### config.mk
export PLATFORM = sky130hd
export DESIGN_NAME = lv_core
export DESIGN_NICKNAME = d
export VERILOG_FILES = /design/src/lv_reg_pkg.sv /design/src/lv_stat_pkg.sv /design/src/lv_status_coll.sv /design/src/lv_rac_chk.sv /design/src/lv_reg_bank.sv /design/src/lv_rsp_gen.sv /design/src/lv_core.sv
export SDC_FILE = /design/constraint.sdc
export NUM_CORES = 1
export LEC_CHECK = 0
export ABC_AREA = 1
export BUFFER_PORTS_ARGS = -buffer_cell sky130_fd_sc_hd__buf_4
export CORE_AREA = 2 2 126 116
export DETAILED_ROUTE_END_ITERATION = 16
export DIE_AREA = 0 0 128 118
export PLACE_DENSITY_LB_ADDON = 0.3
export REMOVE_ABC_BUFFERS = 1
export SYNTH_ARGS = -nofsm -noshare
export SYNTH_HDL_FRONTEND = slang
export SYNTH_HIERARCHICAL = 1
export SYNTH_SLANG_ARGS = --single-unit
### constraint.sdc
create_clock -name i_clk -period 2.29 [get_ports i_clk]
set_clock_uncertainty 0.15 [all_clocks]
set_input_delay 0.229 -clock i_clk [delete_from_list [all_inputs] [get_ports i_clk]]
set_output_delay 0.229 -clock i_clk [all_outputs]
set_load 0.05 [all_outputs]
### src/lv_reg_pkg.sv
//==============================
// register map, access request and response structs
// mode union, crc-8 helpers
//==============================
package lv_reg_pkg;

    //==============================
    // widths and map
    //==============================
    localparam int REG_AW    = 8;
    localparam int REG_DW    = 8;
    localparam int REG_CRC_W = 8;

    localparam logic [REG_CRC_W-1:0] CRC_POLY = 8'h07;
    localparam logic [REG_CRC_W-1:0] CRC_INIT = 8'hFF;

    localparam logic [REG_AW-1:0] ADDR_MODE      = 8'h00;
    localparam logic [REG_AW-1:0] ADDR_STATUS1   = 8'h01; // sticky errors
    localparam logic [REG_AW-1:0] ADDR_STATUS3   = 8'h02; // live pins
    localparam logic [REG_AW-1:0] ADDR_TRIM_BASE = 8'h10;

    localparam int TRIM_NUM = 8;
    localparam int TRIM_IW  = $clog2(TRIM_NUM);

    //==============================
    // access path types
    //==============================
    typedef struct packed {
        logic                 wr;
        logic                 rd;
        logic [REG_AW-1:0]    addr;
        logic [REG_DW-1:0]    wdata;
        logic [REG_CRC_W-1:0] wcrc;
    } rac_req_t;

    typedef struct packed {
        logic              wen;
        logic              ren;
        logic [REG_AW-1:0] addr;
        logic [REG_DW-1:0] data;
        logic              crc_err;
        logic              addr_err;
    } rac_cmd_t;

    typedef struct packed {
        logic              vld;
        logic              rd;    // 0 on writes and rejected accesses
        logic [REG_AW-1:0] addr;
        logic [REG_DW-1:0] data;
    } rac_rsp_t;

    typedef struct packed {
        logic [2:0] rsvd;
        logic       rtmon;
        logic       adc2_en;
        logic       adc1_en;
        logic       cfg_en;
        logic       normal_en;
    } reg_mode_s;

    typedef union packed {
        logic [REG_DW-1:0] raw;
        reg_mode_s         mode;
    } reg_word_u;

    // msb first, one byte per call
    function automatic logic [REG_CRC_W-1:0] crc8_update(
        input logic [REG_CRC_W-1:0] crc,
        input logic [REG_DW-1:0]    data
    );
        logic [REG_CRC_W-1:0] c;
        c = crc ^ data;
        for (int i = 0; i < REG_DW; i++) begin
            c = c[REG_CRC_W-1] ? ((c << 1) ^ CRC_POLY) : (c << 1);
        end
        return c;
    endfunction

    // address byte first, then data
    function automatic logic [REG_CRC_W-1:0] rac_crc(
        input logic [REG_AW-1:0] addr,
        input logic [REG_DW-1:0] data
    );
        return crc8_update(crc8_update(CRC_INIT, addr), data);
    endfunction

    function automatic logic is_trim_addr(input logic [REG_AW-1:0] addr);
        return (addr >= ADDR_TRIM_BASE) && (addr < ADDR_TRIM_BASE + TRIM_NUM);
    endfunction

endpackage

### src/lv_stat_pkg.sv
//==============================
// status pin and sticky error layouts
//==============================
package lv_stat_pkg;

    localparam int STAT_PIN_NUM = 6;
    localparam int ERR_PIN_NUM  = 4;  // dterr, mmerr, ov, uv
    localparam int SYNC_STAGES  = 2;

    // reads back as STATUS3[5:0]
    typedef struct packed {
        logic pwma;
        logic pwm;
        logic fsstate;
        logic fsenb_n;
        logic intb;
        logic inta;
    } stat_pins_s;

    // reads back as STATUS1[5:0]
    typedef struct packed {
        logic vsup_uv;    // uv_n pin low
        logic vsup_ov;
        logic pwm_mmerr;
        logic pwm_dterr;
        logic addr_err;
        logic crc_err;
    } err_flags_s;

endpackage

### src/lv_status_coll.sv
//==============================
// pin synchronizers, sticky error flags, intb_n
//==============================
`timescale 1ns/1ps

module lv_status_coll import lv_stat_pkg::*; (
    input  logic       i_clk,
    input  logic       i_arst_n,
    input  stat_pins_s i_pins,
    input  logic       i_pwm_dterr,
    input  logic       i_pwm_mmerr,
    input  logic       i_vsup_ov,
    input  logic       i_vsup_uv_n,
    input  logic       i_crc_err_evt,
    input  logic       i_addr_err_evt,
    input  err_flags_s i_clr_mask,
    output stat_pins_s o_pins,
    output err_flags_s o_flags,
    output logic       o_intb_n
);

    logic [SYNC_STAGES-1:0][STAT_PIN_NUM+ERR_PIN_NUM-1:0] sync_q;
    logic [STAT_PIN_NUM+ERR_PIN_NUM-1:0]                  sync_in;
    logic [STAT_PIN_NUM+ERR_PIN_NUM-1:0]                  sync_out;
    logic [ERR_PIN_NUM-1:0]                               err_pin;
    err_flags_s                                           flag_set;

    // uv is carried active high so the chain can reset to 0
    assign sync_in = {~i_vsup_uv_n, i_vsup_ov, i_pwm_mmerr, i_pwm_dterr, i_pins};

    always_ff @(posedge i_clk or negedge i_arst_n) begin
        if (!i_arst_n) begin
            sync_q <= '0;
        end else begin
            sync_q <= {sync_q[SYNC_STAGES-2:0], sync_in};
        end
    end

    assign sync_out = sync_q[SYNC_STAGES-1];
    assign o_pins   = sync_out[STAT_PIN_NUM-1:0];
    assign err_pin  = sync_out[STAT_PIN_NUM +: ERR_PIN_NUM];

    always_comb begin
        flag_set           = '0;
        flag_set.crc_err   = i_crc_err_evt;
        flag_set.addr_err  = i_addr_err_evt;
        flag_set.pwm_dterr = err_pin[0];
        flag_set.pwm_mmerr = err_pin[1];
        flag_set.vsup_ov   = err_pin[2];
        flag_set.vsup_uv   = err_pin[3];
    end

    // set wins over clear
    always_ff @(posedge i_clk or negedge i_arst_n) begin
        if (!i_arst_n) begin
            o_flags <= '0;
        end else begin
            o_flags <= (o_flags & ~i_clr_mask) | flag_set;
        end
    end

    assign o_intb_n = ~|o_flags;

endmodule

### src/lv_rac_chk.sv
//==============================
// stage 1, crc and address check
//==============================
`timescale 1ns/1ps

module lv_rac_chk import lv_reg_pkg::*; (
    input  logic     i_clk,
    input  logic     i_arst_n,
    input  rac_req_t i_req,
    output rac_cmd_t o_cmd
);

    logic [REG_CRC_W-1:0] crc_exp;
    logic                 addr_hit;
    logic                 crc_bad;
    logic                 addr_bad;

    assign crc_exp = rac_crc(i_req.addr, i_req.wdata);

    always_comb begin
        addr_hit = 1'b0;
        case (i_req.addr)
            ADDR_MODE,
            ADDR_STATUS1,
            ADDR_STATUS3: addr_hit = 1'b1;
            default:      addr_hit = is_trim_addr(i_req.addr);
        endcase
    end

    assign crc_bad  = i_req.wr && (crc_exp != i_req.wcrc);
    assign addr_bad = (i_req.wr || i_req.rd) && !addr_hit;

    //==============================
    // command register
    //==============================
    always_ff @(posedge i_clk or negedge i_arst_n) begin
        if (!i_arst_n) begin
            o_cmd <= '0;
        end else begin
            o_cmd.wen      <= i_req.wr & ~crc_bad & ~addr_bad;
            o_cmd.ren      <= i_req.rd & ~addr_bad;
            o_cmd.addr     <= i_req.addr;
            o_cmd.data     <= i_req.wdata;
            o_cmd.crc_err  <= crc_bad;
            o_cmd.addr_err <= addr_bad;
        end
    end

    // read and write strobes from the host are exclusive
    a_one_strobe: assert property (@(posedge i_clk) disable iff (!i_arst_n)
        !(i_req.wr && i_req.rd));

endmodule

### src/lv_reg_bank.sv
//==============================
// stage 2, mode and trim registers, status read mux
//==============================
`timescale 1ns/1ps

module lv_reg_bank import lv_reg_pkg::*; import lv_stat_pkg::*; (
    input  logic                             i_clk,
    input  logic                             i_arst_n,
    input  rac_cmd_t                         i_cmd,
    input  err_flags_s                       i_flags,
    input  stat_pins_s                       i_pins,
    output rac_rsp_t                         o_rsp,
    output logic                             o_crc_err_evt,
    output logic                             o_addr_err_evt,
    output err_flags_s                       o_clr_mask,
    output reg_mode_s                        o_mode,
    output logic [TRIM_NUM-1:0][REG_DW-1:0]  o_trim
);

    reg_word_u                         mode_q;
    logic [TRIM_NUM-1:0][REG_DW-1:0]   trim_q;
    logic [TRIM_IW-1:0]                trim_idx;
    logic                              trim_hit;
    logic                              wr_mode;
    logic                              wr_trim;
    logic                              wr_stat1;
    logic                              cmd_vld;
    logic [REG_DW-1:0]                 rdata;

    assign trim_hit = is_trim_addr(i_cmd.addr);
    assign trim_idx = TRIM_IW'(i_cmd.addr - ADDR_TRIM_BASE);
    assign cmd_vld  = i_cmd.wen | i_cmd.ren | i_cmd.crc_err | i_cmd.addr_err;

    //==============================
    // write decode
    //==============================
    assign wr_mode  = i_cmd.wen && (i_cmd.addr == ADDR_MODE);
    assign wr_trim  = i_cmd.wen && trim_hit && mode_q.mode.cfg_en; // trim locked w/o cfg_en
    assign wr_stat1 = i_cmd.wen && (i_cmd.addr == ADDR_STATUS1);

    // write-one-to-clear mask for the collector
    assign o_clr_mask     = wr_stat1 ? i_cmd.data[$bits(err_flags_s)-1:0] : '0;
    assign o_crc_err_evt  = i_cmd.crc_err;
    assign o_addr_err_evt = i_cmd.addr_err;

    always_ff @(posedge i_clk or negedge i_arst_n) begin
        if (!i_arst_n) begin
            mode_q <= '0;
            trim_q <= '0;
        end else begin
            if (wr_mode) begin
                mode_q.raw <= i_cmd.data;
            end
            if (wr_trim) begin
                trim_q[trim_idx] <= i_cmd.data;
            end
        end
    end

    assign o_mode = mode_q.mode;
    assign o_trim = trim_q;

    //==============================
    // read mux
    //==============================
    always_comb begin
        case (i_cmd.addr)
            ADDR_MODE:    rdata = mode_q.raw;
            ADDR_STATUS1: rdata = REG_DW'(i_flags);
            ADDR_STATUS3: rdata = REG_DW'(i_pins);
            default:      rdata = trim_hit ? trim_q[trim_idx] : '0;
        endcase
    end

    always_ff @(posedge i_clk or negedge i_arst_n) begin
        if (!i_arst_n) begin
            o_rsp <= '0;
        end else begin
            o_rsp.vld  <= cmd_vld;
            o_rsp.rd   <= i_cmd.ren;
            o_rsp.addr <= i_cmd.addr;
            o_rsp.data <= i_cmd.ren ? rdata : '0;
        end
    end

    a_trim_locked: assert property (@(posedge i_clk) disable iff (!i_arst_n)
        !mode_q.mode.cfg_en |=> $stable(trim_q));

endmodule

### src/lv_rsp_gen.sv
//==============================
// stage 3, read crc and acknowledge
//==============================
`timescale 1ns/1ps

module lv_rsp_gen import lv_reg_pkg::*; (
    input  logic                 i_clk,
    input  logic                 i_arst_n,
    input  rac_rsp_t             i_rsp,
    output logic                 o_ack,
    output logic [REG_DW-1:0]    o_rsp_data,
    output logic [REG_CRC_W-1:0] o_rsp_crc
);

    logic [REG_CRC_W-1:0] rd_crc;

    // same fold as the write crc over addr and read data
    assign rd_crc = rac_crc(i_rsp.addr, i_rsp.data);

    always_ff @(posedge i_clk or negedge i_arst_n) begin
        if (!i_arst_n) begin
            o_ack      <= 1'b0;
            o_rsp_data <= '0;
            o_rsp_crc  <= '0;
        end else begin
            o_ack      <= i_rsp.vld;
            o_rsp_data <= i_rsp.rd ? i_rsp.data : '0; // writes answer with zeros
            o_rsp_crc  <= i_rsp.rd ? rd_crc : '0;
        end
    end

endmodule

### src/lv_core.sv
//==============================
// register access pipeline and status collector
//==============================
`timescale 1ns/1ps

module lv_core import lv_reg_pkg::*; import lv_stat_pkg::*; (
    input  logic                            i_clk,
    input  logic                            i_arst_n,
    input  rac_req_t                        i_req,
    input  stat_pins_s                      i_pins,
    input  logic                            i_pwm_dterr,
    input  logic                            i_pwm_mmerr,
    input  logic                            i_vsup_ov,
    input  logic                            i_vsup_uv_n,
    output logic                            o_ack,
    output logic [REG_DW-1:0]               o_rsp_data,
    output logic [REG_CRC_W-1:0]            o_rsp_crc,
    output logic                            o_adc1_en,
    output logic                            o_adc2_en,
    output logic                            o_rtmon,
    output logic [TRIM_NUM-1:0][REG_DW-1:0] o_trim,
    output logic                            o_intb_n
);

    rac_cmd_t   cmd;
    rac_rsp_t   rsp;
    reg_mode_s  mode;
    err_flags_s flags;
    err_flags_s clr_mask;
    stat_pins_s pins_sync;
    logic       crc_err_evt;
    logic       addr_err_evt;

    lv_rac_chk u_rac_chk (
        .i_clk    (i_clk),
        .i_arst_n (i_arst_n),
        .i_req    (i_req),
        .o_cmd    (cmd)
    );

    lv_reg_bank u_reg_bank (
        .i_clk          (i_clk),
        .i_arst_n       (i_arst_n),
        .i_cmd          (cmd),
        .i_flags        (flags),
        .i_pins         (pins_sync),
        .o_rsp          (rsp),
        .o_crc_err_evt  (crc_err_evt),
        .o_addr_err_evt (addr_err_evt),
        .o_clr_mask     (clr_mask),
        .o_mode         (mode),
        .o_trim         (o_trim)
    );

    lv_rsp_gen u_rsp_gen (
        .i_clk      (i_clk),
        .i_arst_n   (i_arst_n),
        .i_rsp      (rsp),
        .o_ack      (o_ack),
        .o_rsp_data (o_rsp_data),
        .o_rsp_crc  (o_rsp_crc)
    );

    lv_status_coll u_status_coll (
        .i_clk          (i_clk),
        .i_arst_n       (i_arst_n),
        .i_pins         (i_pins),
        .i_pwm_dterr    (i_pwm_dterr),
        .i_pwm_mmerr    (i_pwm_mmerr),
        .i_vsup_ov      (i_vsup_ov),
        .i_vsup_uv_n    (i_vsup_uv_n),
        .i_crc_err_evt  (crc_err_evt),
        .i_addr_err_evt (addr_err_evt),
        .i_clr_mask     (clr_mask),
        .o_pins         (pins_sync),
        .o_flags        (flags),
        .o_intb_n       (o_intb_n)
    );

    // mode fields to the analog side
    assign o_adc1_en = mode.adc1_en;
    assign o_adc2_en = mode.adc2_en;
    assign o_rtmon   = mode.rtmon;

endmodule

# == Yosys cells after proc, flatten, opt, wreduce, memory -nomap -nowiden ==
# Index checks and enable logic that the tools add are counted.
# classes
magnitude_cmp,6
n_div,0
muxes,44
n_reduce_logical,16
multipliers,0
n_shift,0
add_sub_neg,1
n_eq_ne,5
n_bitwise,48
# op_table
cell,count
2-to-1 mux 3 bit,32
inverter 3 bit,32
bitwise mux 64 bit,1
2-to-1 mux 8 bit,6
binary-select mux 8 bit (select 3 bit),1
demux 8 bit (select 3 bit),1
one-hot mux 8 bit (3 select lines),1
"== test 8 x 1 -> 1 bit, second input constant",2
"== test 8 x 2 -> 1 bit, second input constant",2
"greater-or-equal comparator 8 x 5 -> 1 bit, second input constant",2
zero test 8 bit,2
"< comparator 8 x 5 -> 1 bit, second input constant",2
inverter 8 bit,2
XOR 8 bit,2
logical AND 1 bit,9
inequality test 8 bit,1
AND 6 bit,1
2-to-1 mux 6 bit,1
inverter 6 bit,1
bitwise OR 6 bit,1
OR reduction 6 bit,1
"< comparator 3 x 4 -> 1 bit, second input constant",1
AND 1 bit,3
"greater-or-equal comparator 3 x 1 -> 1 bit, second input constant",1
other kinds (7),12
# totals
regBits,153
mem_count,0
latch_bits,0
out_inout_bits,85
mem_bits_ro,0
wordCells,150
mem_bits_rw,0
input_bits,38

# == Logic depth before layout (Yosys ltp) ==
# Gate-level depths: netlist (run 1).
# depth
word_depth,39
mapped_depth,17

# == By module ==
# Netlist (run 1), hierarchy kept.
# by_module_without_submodules
mod,seq_area_each_um2,n_inst,cells_per_inst,area_each_um2
lv_reg_bank,2252.2,1,532,4352.9
lv_rac_chk,500.5,1,233,1482.7
lv_rsp_gen,425.4,1,167,1129.8
lv_status_coll,650.6,1,50,788.3

# == Least setup slack after synthesis (run 1) ==
# No wires, ideal clock.
# synth_path
path_type,input to register
startpoint,input i_req[22] (netlist name)
endpoint,register u_rac_chk/o_cmd[1] (netlist name)
path_buffers,0
path_stages,16
t_arrival_ns,1.561
path_slack_ns,0.464
cell_sequence,inv_1 ha_1 inv_1 nand2_1 nand2_1 nand2_1 nand2_2 nand2_1 nand2_1 nand3_1 nand2_1 nand2_1 nand2_1 nand3_2 nor2_2 nor2_1
# synth_via
elab_chain_len,14
elab_cells_between_ends,23
cone_classes,1 x eq/ne; 11 x mux; 10 x bitwise; 1 x reduce/logical
# synth_rtl
item,line,source
from (decl),lv_core.sv:9,"input rac_req_t i_req,"
inverter 8 bit (no line) *,n/a,
2-to-1 mux 3 bit *,lv_reg_pkg.sv:74,c = c[REG_CRC_W-1] ? ((c << 1) ^ CRC_POLY) : (c << 1);
inverter 3 bit (no line),n/a,
2-to-1 mux 3 bit,lv_reg_pkg.sv:74,
inverter 3 bit (no line),n/a,
2-to-1 mux 3 bit,lv_reg_pkg.sv:74,
XOR 8 bit *,lv_reg_pkg.sv:72,c = crc ^ data;
2-to-1 mux 3 bit,lv_reg_pkg.sv:74,
inverter 3 bit (no line),n/a,
2-to-1 mux 3 bit,lv_reg_pkg.sv:74,
inverter 3 bit (no line),n/a,
2-to-1 mux 3 bit,lv_reg_pkg.sv:74,
inequality test 8 bit *,lv_rac_chk.sv:30,assign crc_bad = i_req.wr && (crc_exp != i_req.wcrc);
logical AND 1 bit *,lv_rac_chk.sv:30,
net u_rac_chk.crc_bad,lv_rac_chk.sv:15,logic crc_bad;
to (decl),lv_rac_chk.sv:10,output rac_cmd_t o_cmd
# Mark *: on every way through the listed nets, which the timed path passes. The rest lies on a longest branch.
# A chain may end at the register's enable or synchronous reset.

# == Final worst setup path (run 1) ==
# layout_path
startpoint,input i_req[19] (netlist name)
endpoint,register u_rac_chk/o_cmd[1] (netlist name)
# The elaborated chain is that of the path after synthesis.

==> impl_summary.txt, run 1 <==
----------------------------------------------------
[Global routing]
  Antenna violations before repair ... 0
  Total global-route track usage ... 24.98%
  Grt total ovfl ... 0
  Wire length of the first global-routing pass ... 29.38 mm
  Maximum number of pins on one net before global-route repair ... 54
  Via count of the first global-routing pass ... 6032

[CTS]
  Clk Latency, worst-skew pair ... 0.43 ns
  Clock tree from TritonCTS ... done
  Inserted Clock Buffers ... 17
  CTS max path bufs ... 2
  Post-CTS Setup Repair Bufs ... 0
  CTS H-tree depth ... 4
  Sink Count ... 153
  Root buffer cell ... sky130_fd_sc_hd__clkbuf_16
  Clock transition at path regs ... 0.06 ns

[Setup path]
  Setup Crit Path Kind ... in -> reg
  Critical-path top delay cell ... sky130_fd_sc_hd__dlygate4sd3_1
  Required time of the critical path ... 2.46 ns
  CP peak stage delay ... 0.53 ns
  Worst endpoint data arrival time ... 2.34 ns
  Dominant delay contributor by cell family on the critical path ... simple AND/OR/NAND/NOR gates
  Critical Path Sink Type ... register
  CP dominant cell by count ... sky130_fd_sc_hd__nand2_1
  Sort of element at the start of the critical path ... primary input
  Ordered cell list for the critical path ... dlygate4sd3_1 -> buf_4 -> inv_2 -> ha_1 -> inv_1 -> nand2_1 -> nand2_1 -> nand2_1 -> nand2_1 -> nand2_1 -> nand2_1 -> nand2_1 -> nand2_1 -> nand2_1 -> nor2_1 -> nand3_2 -> nor2_2 -> nor2_1
  Buffers & Inverters on Critical Path ... 4
  Crit Path Max Fanout ... 5

[Die]
  Die outline area ... 0.01510 mm^2
  Initial core utilization ... 56.40%
  Die Height ... 118 um
  # IOs ... 123
  Std-Cell Core Area ... 0.01375 mm^2
  Row cnt ... 41
  Horiz. Die Dim ... 128 um

[Logic synthesis]
  Part of the Yosys area used for sequential elements ... 49.38%
  Number of enable-type register cells in the synthesized netlist ... 0
  Most used flip-flop cell after synthesis ... sky130_fd_sc_hd__dfrtp_1
  Number of synthesized register bits ... 153
  Avg Cell Area, Syn ... 7.896 um^2
  Cell variety after synth ... 39
  YS warnings ... 6
  Dominant cell type by area after synthesis ... sky130_fd_sc_hd__dfrtp_1
  Post-synth ARST share ... 100.0%
  Proportion of netlist area held by the largest area contributor ... 49.38%
  Post-Synthesis Cell Area ... 0.007754 mm^2
  Biggest area contributors in the synthesized netlist ... sky130_fd_sc_hd__dfrtp_1 (49%), sky130_fd_sc_hd__nand2_1 (18%), sky130_fd_sc_hd__inv_1 (6.0%)
  Synthesized netlist cell count ... 982

[Power]
  PnR Total Power ... 6265 uW
  Leakage power ... 0.005261 uW
  Pwr dens ... 643.5 mW/mm^2
  Max VDD drop ... 0.5770 mV

[Detailed routing]
  Detailed router's first-iteration violation count ... 591
  Drc violations ... 0
  Post-DR wirelength/cell ... 13.93 um
  Via count normalized by instance count ... 5.091
  Total number of vias ... 6735
  Detailed-route wire length ... 18.43 mm
  Total iterations of the first detailed-routing run ... 5
  Remaining antenna violation count ... 0

[Placed design]
  Detailed-placement wirelength estimate ... 13.27 mm
  Number of port buffers ... 122
  Global placement routability congestion ... 0.8451
  Post-placement worst setup slack ... 0.1499 ns

[Cells and area]
  Ant diodes ... 0
  Total area of multi-input combinational cells ... 0.003284 mm^2
  Fill count ... 1066
  Area of all sequential standard cells ... 0.003829 mm^2
  Number of nets in the layout ... 1185
  Fraction of final layout cells with drive strength greater than 1 ... 20.76%
  Area growth from synthesis to final layout ... 25.58%

[STA]
  Final setup viols ... 0
  Tightest hold margin ... 0.07910 ns
  Final period demand of the worst path ... 2.169 ns
  Worst rel slew slack ... 64.15%
  Max Fclk ... 461.1 MHz
  Count of final max-slew check failures ... 0
  Post-route setup slack ... 0.1211 ns
  Final period utilization ... 94.71%
  Slew at the pin closest to its max-slew limit ... 0.5360 ns
  Final number of hold-violating endpoints ... 0

[Job]
  Number of maximum-capacitance constraint violations ... 0

[Min path]
  Min-delay worst type ... in -> reg

[Status]
  Result of the run ... completed

----------------------------------------------------
cell usage in the layout, fill, tap and decap left out, types with 5 or more instances in the layout:
cell                            count
sky130_fd_sc_hd__dlygate4sd3_1     29
sky130_fd_sc_hd__clkbuf_16         17
sky130_fd_sc_hd__nand2_1          366
sky130_fd_sc_hd__nand3_1           66
sky130_fd_sc_hd__o21bai_1           6
sky130_fd_sc_hd__inv_2             13
sky130_fd_sc_hd__clkbuf_1           6
sky130_fd_sc_hd__o21ai_2           16
sky130_fd_sc_hd__nand3b_1           5
sky130_fd_sc_hd__ha_1               7
sky130_fd_sc_hd__dfrtp_1          153
sky130_fd_sc_hd__buf_4            130
sky130_fd_sc_hd__a21oi_1           14
sky130_fd_sc_hd__nand2_2           17
sky130_fd_sc_hd__nor2_2             6
sky130_fd_sc_hd__inv_1            120
sky130_fd_sc_hd__o21ai_1           62
sky130_fd_sc_hd__nor2_1            59
sky130_fd_sc_hd__nand2_4            8
power by group:
| group | switching [uW] | leakage [uW] | total (uW) | internal, uW |
|---|---|---|---|---|
| registers | 32.1 | 0.00199 | 2780 | 2750 |
| logic | 500 | 0.00299 | 783 | 284 |
| clock network | 1040 | 0.000279 | 2700 | 1660 |
layout make-up:
| cell class | count | area share (%) |
|---|---|---|
| Sequential cell | 153 | 39.32 |
| Multi-Input combinational cell | 668 | 33.73 |
| Timing Repair Buffer | 163 | 13.65 |
| Inverter | 135 | 5.256 |
| Clock buffer | 25 | 4.883 |
| Tap cell | 172 | 2.210 |
| Clock inverter | 7 | 0.9509 |
cell usage after synthesis (2+ instances only):
| cell type | instances |
|---|---|
| sky130_fd_sc_hd__xor2_1 | 4 |
| sky130_fd_sc_hd__o21ai_2 | 16 |
| sky130_fd_sc_hd__nor2_4 | 2 |
| sky130_fd_sc_hd__ha_1 | 9 |
| sky130_fd_sc_hd__nand3_1 | 67 |
| sky130_fd_sc_hd__nand2_4 | 7 |
| sky130_fd_sc_hd__nor2_8 | 2 |
| sky130_fd_sc_hd__nor2_2 | 6 |
| sky130_fd_sc_hd__o21bai_1 | 6 |
| sky130_fd_sc_hd__nand3_4 | 4 |
| sky130_fd_sc_hd__inv_1 | 124 |
| sky130_fd_sc_hd__nor2_1 | 59 |
| sky130_fd_sc_hd__buf_6 | 4 |
| sky130_fd_sc_hd__nand2_2 | 14 |
| sky130_fd_sc_hd__nand3_2 | 3 |
| sky130_fd_sc_hd__xnor2_1 | 4 |
| sky130_fd_sc_hd__buf_2 | 9 |
| sky130_fd_sc_hd__buf_1 | 2 |
| sky130_fd_sc_hd__buf_4 | 10 |
| sky130_fd_sc_hd__nand2_1 | 370 |
| sky130_fd_sc_hd__nand3b_1 | 5 |
| sky130_fd_sc_hd__nand4_1 | 2 |
| sky130_fd_sc_hd__a21oi_1 | 14 |
| sky130_fd_sc_hd__inv_2 | 10 |
| sky130_fd_sc_hd__o21ai_1 | 62 |
| sky130_fd_sc_hd__xnor3_1 | 2 |
| sky130_fd_sc_hd__dfrtp_1 | 153 |
sequential cells by signal, summed over array words and instances (netlist names):
signal / cells
u_reg_bank/o_trim: 64
u_rac_chk/o_cmd: 20
u_reg_bank/o_rsp: 18
u_status_coll/sync_out: 10
u_status_coll/sync_q: 10
u_reg_bank/o_mode: 8
u_rsp_gen/o_rsp_crc: 8
u_rsp_gen/o_rsp_data: 8
u_status_coll/o_flags: 6
u_rsp_gen/o_ack: 1
per-layer routing:
metal	GRT usage, %	wire, um
met1	34.13	8098
met2	39.71	8966
met3	5.455	1022
met4	8.448	344
met5	0	0
path summary, 6_finish.rpt:
kind	end	depth (start not counted)	slack, ns	startpoint
worst max-delay path	u_rac_chk/o_cmd[1]	18	0.12	i_req[19]
worst max register to register	u_status_coll/o_flags[1]	5	0.24	u_rac_chk/o_cmd[10]
worst min register to register	u_status_coll/sync_out[9]	0	0.20	u_status_coll/sync_q[9]
worst min-delay path	u_rac_chk/o_cmd[19]	6	0.08	i_req[0]
min in group asynchronous	u_reg_bank/o_trim[27]	2	0.18	i_arst_n
max in group asynchronous	u_reg_bank/o_rsp[8]	4	1.06	i_arst_n
worst min-delay path, cell delays in order:
cell and delay, ns:
sky130_fd_sc_hd__buf_4 0.09, sky130_fd_sc_hd__nand3_1 0.07, sky130_fd_sc_hd__nand2_1 0.08, sky130_fd_sc_hd__inv_2 0.03, sky130_fd_sc_hd__nand3_2 0.08, sky130_fd_sc_hd__nor3_2 0.04
cell families after synthesis:
family                     share of synthesized area [%]
AOI/OAI and AO/OA                                  7.794
xor gates and xnor gates                           1.484
adders and majority gates                          1.452
buffers and inverters                              8.843
DFF                                                49.38
and+or+nand+nor                                    31.05
metrics by stage:
stage	instances	setup TNS (ns)	utilization [%]	cell area [um^2]
finish	1323	0	70.82	9737
global route	1323	-0.001482	70.82	9737
CTS	1323	0	70.45	9686
detailed placement	1262	0	64.21	8827
global placement	1262	0	64.21	8827
floorplan	956	0	-	7577
what timing repair did:
| item | 4_1_cts | 5_1_grt |
|---|---|---|
| endpoints found under the hold margin | 80 | 0 |
| hold buffers | 29 | 0 |
| gates resized for setup | 0 | 14 |
| setup endpoints to repair | 0 | 2 |
No activity file was read; power rests on OpenSTA's default activity.
==> run 2, diff against run 1 <==
CAP_MARGIN = 20   (was unset)
CORE_AREA = 2 2 120 122   (was 2 2 126 116)
DIE_AREA = 0 0 122 124   (was 0 0 128 118)
==> impl_summary.txt, run 2 (synthesized netlist as in run 1, its figures left out) <==
----------------------------------------------------
[Detailed routing]
  Remaining antenna violation count ... 0 (unchanged)
  Detailed-route wire length ... 19.25 mm (+4.4%)
  Total number of vias ... 6767 (+0.48%)
  Total iterations of the first detailed-routing run ... 5 (unchanged)
  Drc violations ... 0 (unchanged)
  Post-DR wirelength/cell ... 14.44 um (+3.7%)
  Detailed router's first-iteration violation count ... 528 (-11%)
  Via count normalized by instance count ... 5.077 (-0.28%)

[Power]
  Reg power frac ... 43.9% (-0.5 points)
  Leakage power ... 0.005278 uW (+0.33%)
  Cell internal pwr ... 4708 uW (+0.29%)
  Combinational share of power ... 12.8% (+0.3 points)
  Max VDD drop ... 0.5548 mV (-3.9%)
  Fraction of power spent switching nets ... 25.86% (+0.77 points)
  Pwr dens ... 645.3 mW/mm^2 (+0.28%)
  PnR Total Power ... 6349 uW (+1.3%)
  Clock network fraction of design power ... 43.3% (+0.2 points)
  Net switching power of the design ... 1642 uW (+4.5%)

[Die]
  Die Height ... 124 um (+5.1%)
  Die outline area ... 0.01513 mm^2 (+0.16%)
  Std-Cell Core Area ... 0.01372 mm^2 (-0.21%)
  # IOs ... 123 (unchanged)
  Row cnt ... 43 (+4.9%)
  Initial core utilization ... 56.52% (+0.12 points)
  Horiz. Die Dim ... 122 um (-4.7%)

[Global routing]
  Wire length of the first global-routing pass ... 30.48 mm (+3.8%)
  Via count of the first global-routing pass ... 6387 (+5.9%)
  Maximum number of pins on one net before global-route repair ... 49 (-9.3%)
  Antenna violations before repair ... 0 (unchanged)
  Total global-route track usage ... 26.40% (+1.4 points)
  Grt total ovfl ... 0 (unchanged)

[CTS]
  Clock transition at path regs ... 0.06 ns (about the same)
  Inserted Clock Buffers ... 17 (unchanged)
  Root buffer cell ... sky130_fd_sc_hd__clkbuf_16
  Clk Latency, worst-skew pair ... 0.42 ns (about the same)
  CTS max path bufs ... 2 (unchanged)
  Post-CTS Setup Repair Bufs ... 0 (unchanged)
  CTS H-tree depth ... 4 (unchanged)
  Clock tree from TritonCTS ... done
  Sink Count ... 153 (unchanged)

[Placed design]
  Number of port buffers ... 122 (unchanged)
  Global placement routability congestion ... 0.9094 (+7.6%)
  Detailed-placement wirelength estimate ... 13.72 mm (+3.3%)
  Post-placement worst setup slack ... 0.1654 ns (+0.01555 ns)

[Job]
  Number of maximum-capacitance constraint violations ... 0 (unchanged)

[Cells and area]
  Flip-flop count of the largest register, all copies and words added ... 64 (unchanged)
  Post-layout util ... 71.72% (+0.90 points)
  Most frequent standard cell in the layout excluding fill and tap cells ... sky130_fd_sc_hd__nand2_1
  Leading cell types in the layout, fill and taps excluded ... sky130_fd_sc_hd__nand2_1 (360), sky130_fd_sc_hd__dfrtp_1 (153), sky130_fd_sc_hd__buf_4 (132)
  Ant diodes ... 0 (unchanged)
  Area growth from synthesis to final layout ... 26.90%
  Number of nets in the layout ... 1187 (+0.17%)
  Fraction of final layout cells with drive strength greater than 1 ... 22.20% (+1.4 points)

[STA]
  Unrepaired setup endpoints after global routing ... false
  Post-route setup slack ... 0.1304 ns (+0.009317 ns)
  Tightest hold margin ... 0.1093 ns (+0.03018 ns)
  Final period demand of the worst path ... 2.160 ns (-0.009317 ns)
  Count of final max-slew check failures ... 0 (unchanged)
  Final number of hold-violating endpoints ... 0 (unchanged)
  Final setup viols ... 0 (unchanged)
  Worst rel slew slack ... 63.93% (-0.22 points)
  Sum Neg Setup Slack ... 0 ns (unchanged)
  Slew at the pin closest to its max-slew limit ... 0.5404 ns (+0.004454 ns)
  Final period utilization ... 94.31% (-0.41 points)
  Max Fclk ... 463.0 MHz (+0.43%)

[Setup path]
  Worst endpoint data arrival time ... 2.32 ns (-0.02 ns)
  Setup Crit Path Kind ... in -> reg
  Critical register-to-register path endpoint ... u_reg_bank/o_rsp[1]
  Crit Path Max Fanout ... 7 (+2)
  Sort of element at the start of the critical path ... primary input
  R2R Setup Slk ... 0.28 ns (+0.04 ns)
  Required time of the critical path ... 2.45 ns (about the same)
  Critical Path Sink Type ... register
  Number of cells traversed by the worst register-to-register path ... 7 (+2)
  Worst R2R Start ... u_rac_chk/o_cmd[11]

[Min path]
  Min-delay worst type ... in -> reg
  Min-Delay Startpoint ... i_req[0]
  End point of the most critical hold path ... u_rac_chk/o_cmd[19]
  Count of cells along the worst hold path ... 4 (-2)

[Status]
  Result of the run ... completed

----------------------------------------------------
run 2: how the worst max path moves through the flow:
stage | startpoint | to | cells after the start
floorplan | u_rac_chk/o_cmd[10] | u_status_coll/o_flags[2] | 5
global placement | i_req[18] | u_rac_chk/o_cmd[1] | 17
detailed placement | i_req[22] | u_rac_chk/o_cmd[1] | 17
CTS | i_req[22] | u_rac_chk/o_cmd[1] | 18
global route | i_req[22] | u_rac_chk/o_cmd[1] | 19
finish | i_req[18] | u_rac_chk/o_cmd[1] | 18
run 2: repair_timing:
item / 4_1_cts / 5_1_grt
hold buffers: 29 / 0
gates resized for setup: 0 / 25
endpoints found under the setup margin: 0 / 2
hold endpoints to repair: 183 / 0
run 2: stage by stage:
| step | cells | instance area [um^2] |
|---|---|---|
| 2_1_floorplan | 956 | 7577 |
| 3_5_place_dp | 1272 | 8865 |
| 4_1_cts | 1333 | 9739 |
| 6_report | 1333 | 9839 |
| 3_3_place_gp | 1272 | 8865 |
| 5_1_grt | 1333 | 9839 |
run 2: power by group through the flow:
stage / Clock [uW] / Sequential, uW / Combinational, uW
4_1_cts: 2780 / 2780 / 775
5_1_grt: 2910 / 2790 / 909
3_5_place_dp: 0 / 2830 / 729
2_1_floorplan: 0 / 2840 / 452
3_3_place_gp: 0 / 2830 / 716
6_report: 2750 / 2780 / 814
run 2: final cells by class:
type / count / area [um^2]
clock buffers: 22 / 464.2
repair buffers: 165 / 1353
flip-flops and latches: 153 / 3829
well taps: 180 / 225.2
inverters: 135 / 511.7
multi-input cells: 668 / 3337
fillers: 1104 / 3880
clock inverters: 10 / 120.1
run 2: routing by layer:
layer,track usage (%),vias up,part of all wire (%)
met5,0,-,0
met4,11.35,0,2.5
met3,4.350,38,4.4
met2,46.16,193,50
met1,32.49,3180,43
li1,-,3356,-
run 2: critical path: stages:
cell and delay (ns):
sky130_fd_sc_hd__dlygate4sd3_1 0.53, sky130_fd_sc_hd__buf_4 0.16, sky130_fd_sc_hd__inv_2 0.14, sky130_fd_sc_hd__ha_4 0.23
sky130_fd_sc_hd__inv_1 0.07, sky130_fd_sc_hd__nand2_1 0.05, sky130_fd_sc_hd__nand2_1 0.05, sky130_fd_sc_hd__nand2_1 0.06
sky130_fd_sc_hd__nand2_2 0.11, sky130_fd_sc_hd__nand2_1 0.09, sky130_fd_sc_hd__nand2_1 0.09, sky130_fd_sc_hd__nand2_1 0.05
sky130_fd_sc_hd__nand2_1 0.05, sky130_fd_sc_hd__nand2_1 0.06, sky130_fd_sc_hd__nor2_2 0.11, sky130_fd_sc_hd__nand3_2 0.10
sky130_fd_sc_hd__nor2_2 0.09, sky130_fd_sc_hd__nor2_1 0.05
==> run 3, diff against run 2 <==
REMOVE_ABC_BUFFERS = unset   (was 1)
==> impl_summary.txt, run 3 (synthesized netlist as in run 1, its figures left out) <==
----------------------------------------------------
[Cells and area]
  Area growth from synthesis to final layout ... 28.05%
  Flip-flop count of the largest register, all copies and words added ... 64 (unchanged)
  Fraction of final layout cells with drive strength greater than 1 ... 22.90% (+0.70 points)
  Area of all placed cells without fillers ... 0.009928 mm^2 (+0.90%)
  Post-layout util ... 72.37% (+0.65 points)
  Number of nets in the layout ... 1191 (+0.34%)
  Ant diodes ... 0 (unchanged)
  Leading cell types in the layout, fill and taps excluded ... sky130_fd_sc_hd__nand2_1 (357), sky130_fd_sc_hd__dfrtp_1 (153), sky130_fd_sc_hd__buf_4 (133)
  Most frequent standard cell in the layout excluding fill and tap cells ... sky130_fd_sc_hd__nand2_1

[STA]
  Post-route setup slack ... 0.02964 ns (-0.1008 ns)
  Slew at the pin closest to its max-slew limit ... 0.6601 ns (+0.1196 ns)
  Worst rel slew slack ... 55.95% (-8.0 points)
  Final period demand of the worst path ... 2.260 ns (+0.1008 ns)
  Final number of hold-violating endpoints ... 0 (unchanged)
  Final period utilization ... 98.71% (+4.4 points)
  Max Fclk ... 442.4 MHz (-4.5%)
  Count of final max-slew check failures ... 0 (unchanged)
  Final setup viols ... 0 (unchanged)
  Tightest hold margin ... 0.08660 ns (-0.02268 ns)
  Sum Neg Setup Slack ... 0 ns (unchanged)

[Min path]
  Min-delay worst type ... in -> reg

[Placed design]
  Detailed-placement wirelength estimate ... 14.12 mm (+3.0%)
  Global placement routability congestion ... 0.9415 (+3.5%)
  DP Area ... 0.008845 mm^2 (-0.23%)
  Number of port buffers ... 122 (unchanged)
  Post-placement worst setup slack ... 0.1486 ns (-0.01678 ns)

[Global routing]
  Antenna violations before repair ... 0 (unchanged)
  Grt total ovfl ... 0 (unchanged)
  Via count of the first global-routing pass ... 6359 (-0.44%)
  Total global-route track usage ... 27.80% (+1.4 points)
  Maximum number of pins on one net before global-route repair ... 61 (+24%)
  Wire length of the first global-routing pass ... 31.63 mm (+3.8%)

[Power]
  Fraction of power spent switching nets ... 26.98% (+1.1 points)
  Clock network fraction of design power ... 44.6% (+1.3 points)
  Max VDD drop ... 0.5329 mV (-3.9%)
  Net switching power of the design ... 1770 uW (+7.8%)
  Reg power frac ... 42.4% (-1.5 points)
  Pwr dens ... 660.9 mW/mm^2 (+2.4%)
  Cell internal pwr ... 4792 uW (+1.8%)
  Combinational share of power ... 13.0% (+0.2 points)
  Leakage power ... 0.005321 uW (+0.80%)

[Detailed routing]
  Post-DR wirelength/cell ... 15.77 um (+9.2%)
  Drc violations ... 0 (unchanged)
  Remaining antenna violation count ... 0 (unchanged)
  Detailed router's first-iteration violation count ... 659 (+25%)
  Total iterations of the first detailed-routing run ... 5 (unchanged)
  Total number of vias ... 6983 (+3.2%)
  Via count normalized by instance count ... 5.223 (+2.9%)
  Detailed-route wire length ... 21.08 mm (+9.5%)

[CTS]
  Inserted Clock Buffers ... 17 (unchanged)
  CTS H-tree depth ... 4 (unchanged)
  Clock tree from TritonCTS ... done
  Clock transition at path regs ... 0.06 ns (about the same)
  Root buffer cell ... sky130_fd_sc_hd__clkbuf_16
  CTS max path bufs ... 2 (unchanged)
  Clk Latency, worst-skew pair ... 0.43 ns (about the same)
  Sink Count ... 153 (unchanged)

[Setup path]
  Sort of element at the start of the critical path ... primary input
  Setup Crit Path Kind ... in -> reg
  Critical Path Sink Type ... register
  Required time of the critical path ... 2.45 ns (about the same)
  Worst endpoint data arrival time ... 2.42 ns (+0.10 ns)
  Crit Path Max Fanout ... 5 (-2)

[Die]
  Initial core utilization ... 56.52% (unchanged)
  Row cnt ... 43 (unchanged)
  Std-Cell Core Area ... 0.01372 mm^2 (unchanged)
  Die outline area ... 0.01513 mm^2 (unchanged)
  Horiz. Die Dim ... 122 um (unchanged)
  # IOs ... 123 (unchanged)
  Die Height ... 124 um (unchanged)

[Job]
  Number of maximum-capacitance constraint violations ... 0 (unchanged)

[Status]
  Result of the run ... completed

[Logic synthesis]
  Net Count, Synth ... 1029

----------------------------------------------------
==> run 3: power groups by stage <==
stage	clock [uW]	combinational [uW]	sequential (uW)
finish	2930	856	2780
global route	3070	941	2780
CTS	2940	784	2780
detailed placement	0	738	2830
global placement	0	725	2830
floorplan	0	480	2830
==> run 3: layer usage <==
| metal | routed length (um) | vias to the layer above | track usage (%) |
|---|---|---|---|
| met2 | 10270 | 304 | 45.39 |
| met3 | 1600 | 51 | 5.952 |
| met1 | 8584 | 3268 | 35.76 |
| li1 | - | 3360 | - |
| met5 | 0 | - | 0 |
| met4 | 627 | 0 | 12.79 |
==> run 3: what timing repair did <==
| action | in CTS | in global routing |
|---|---|---|
| buffers inserted | 0 | 5 |
| setup endpoints to repair | 0 | 2 |
| hold buffers | 29 | 0 |
| hold endpoints to repair | 86 | 0 |
| gates resized for setup | 0 | 39 |
==> run 3: final timing paths <==
check                                        start                        end  slack, ns  depth (start not counted)
max                                      i_req[21]         u_rac_chk/o_cmd[1]       0.03                         19
max in group asynchronous                 i_arst_n       u_reg_bank/o_mode[5]       1.13                          3
min                                       i_req[0]        u_rac_chk/o_cmd[19]       0.09                          6
min reg2reg                u_status_coll/sync_q[0]  u_status_coll/sync_out[0]       0.20                          0
max reg2reg                    u_rac_chk/o_cmd[17]      u_reg_bank/o_trim[18]       0.29                          8
min in group asynchronous                 i_arst_n      u_reg_bank/o_trim[54]       0.19                          2
==> run 3: critical path, cell delays in order <==
cell and delay [ns]:
sky130_fd_sc_hd__dlygate4sd3_1 0.55, sky130_fd_sc_hd__buf_4 0.17, sky130_fd_sc_hd__inv_6 0.06, sky130_fd_sc_hd__ha_4 0.27, sky130_fd_sc_hd__inv_1 0.05, sky130_fd_sc_hd__nand2_1 0.08
sky130_fd_sc_hd__nand2_1 0.09, sky130_fd_sc_hd__nand2_1 0.09, sky130_fd_sc_hd__nand2_1 0.08, sky130_fd_sc_hd__nand2_1 0.06, sky130_fd_sc_hd__nand2_1 0.06, sky130_fd_sc_hd__inv_1 0.06
sky130_fd_sc_hd__nand2_1 0.05, sky130_fd_sc_hd__nand2_1 0.06, sky130_fd_sc_hd__nand2_1 0.06, sky130_fd_sc_hd__nor2_2 0.11, sky130_fd_sc_hd__nand3_2 0.12, sky130_fd_sc_hd__nor2_2 0.12
sky130_fd_sc_hd__nor2_1 0.06
==> run 3: cell type report <==
type	count	area (um^2)
Multi-Input combinational cell	668	3342
Fill cell	1071	3791
Timing Repair Buffer	169	1390
Clock buffer	17	425.4
Clock inverter	15	190.2
Sequential cell	153	3829
Inverter	135	526.8
Tap cell	180	225.2
==> run 3: per-stage QoR <==
stage	power, uW	std cells
after floorplan	3310	982
after global placement	3553	1271
after detailed placement	3568	1271
after CTS	6507	1332
after global routing	6796	1337
final	6562	1337
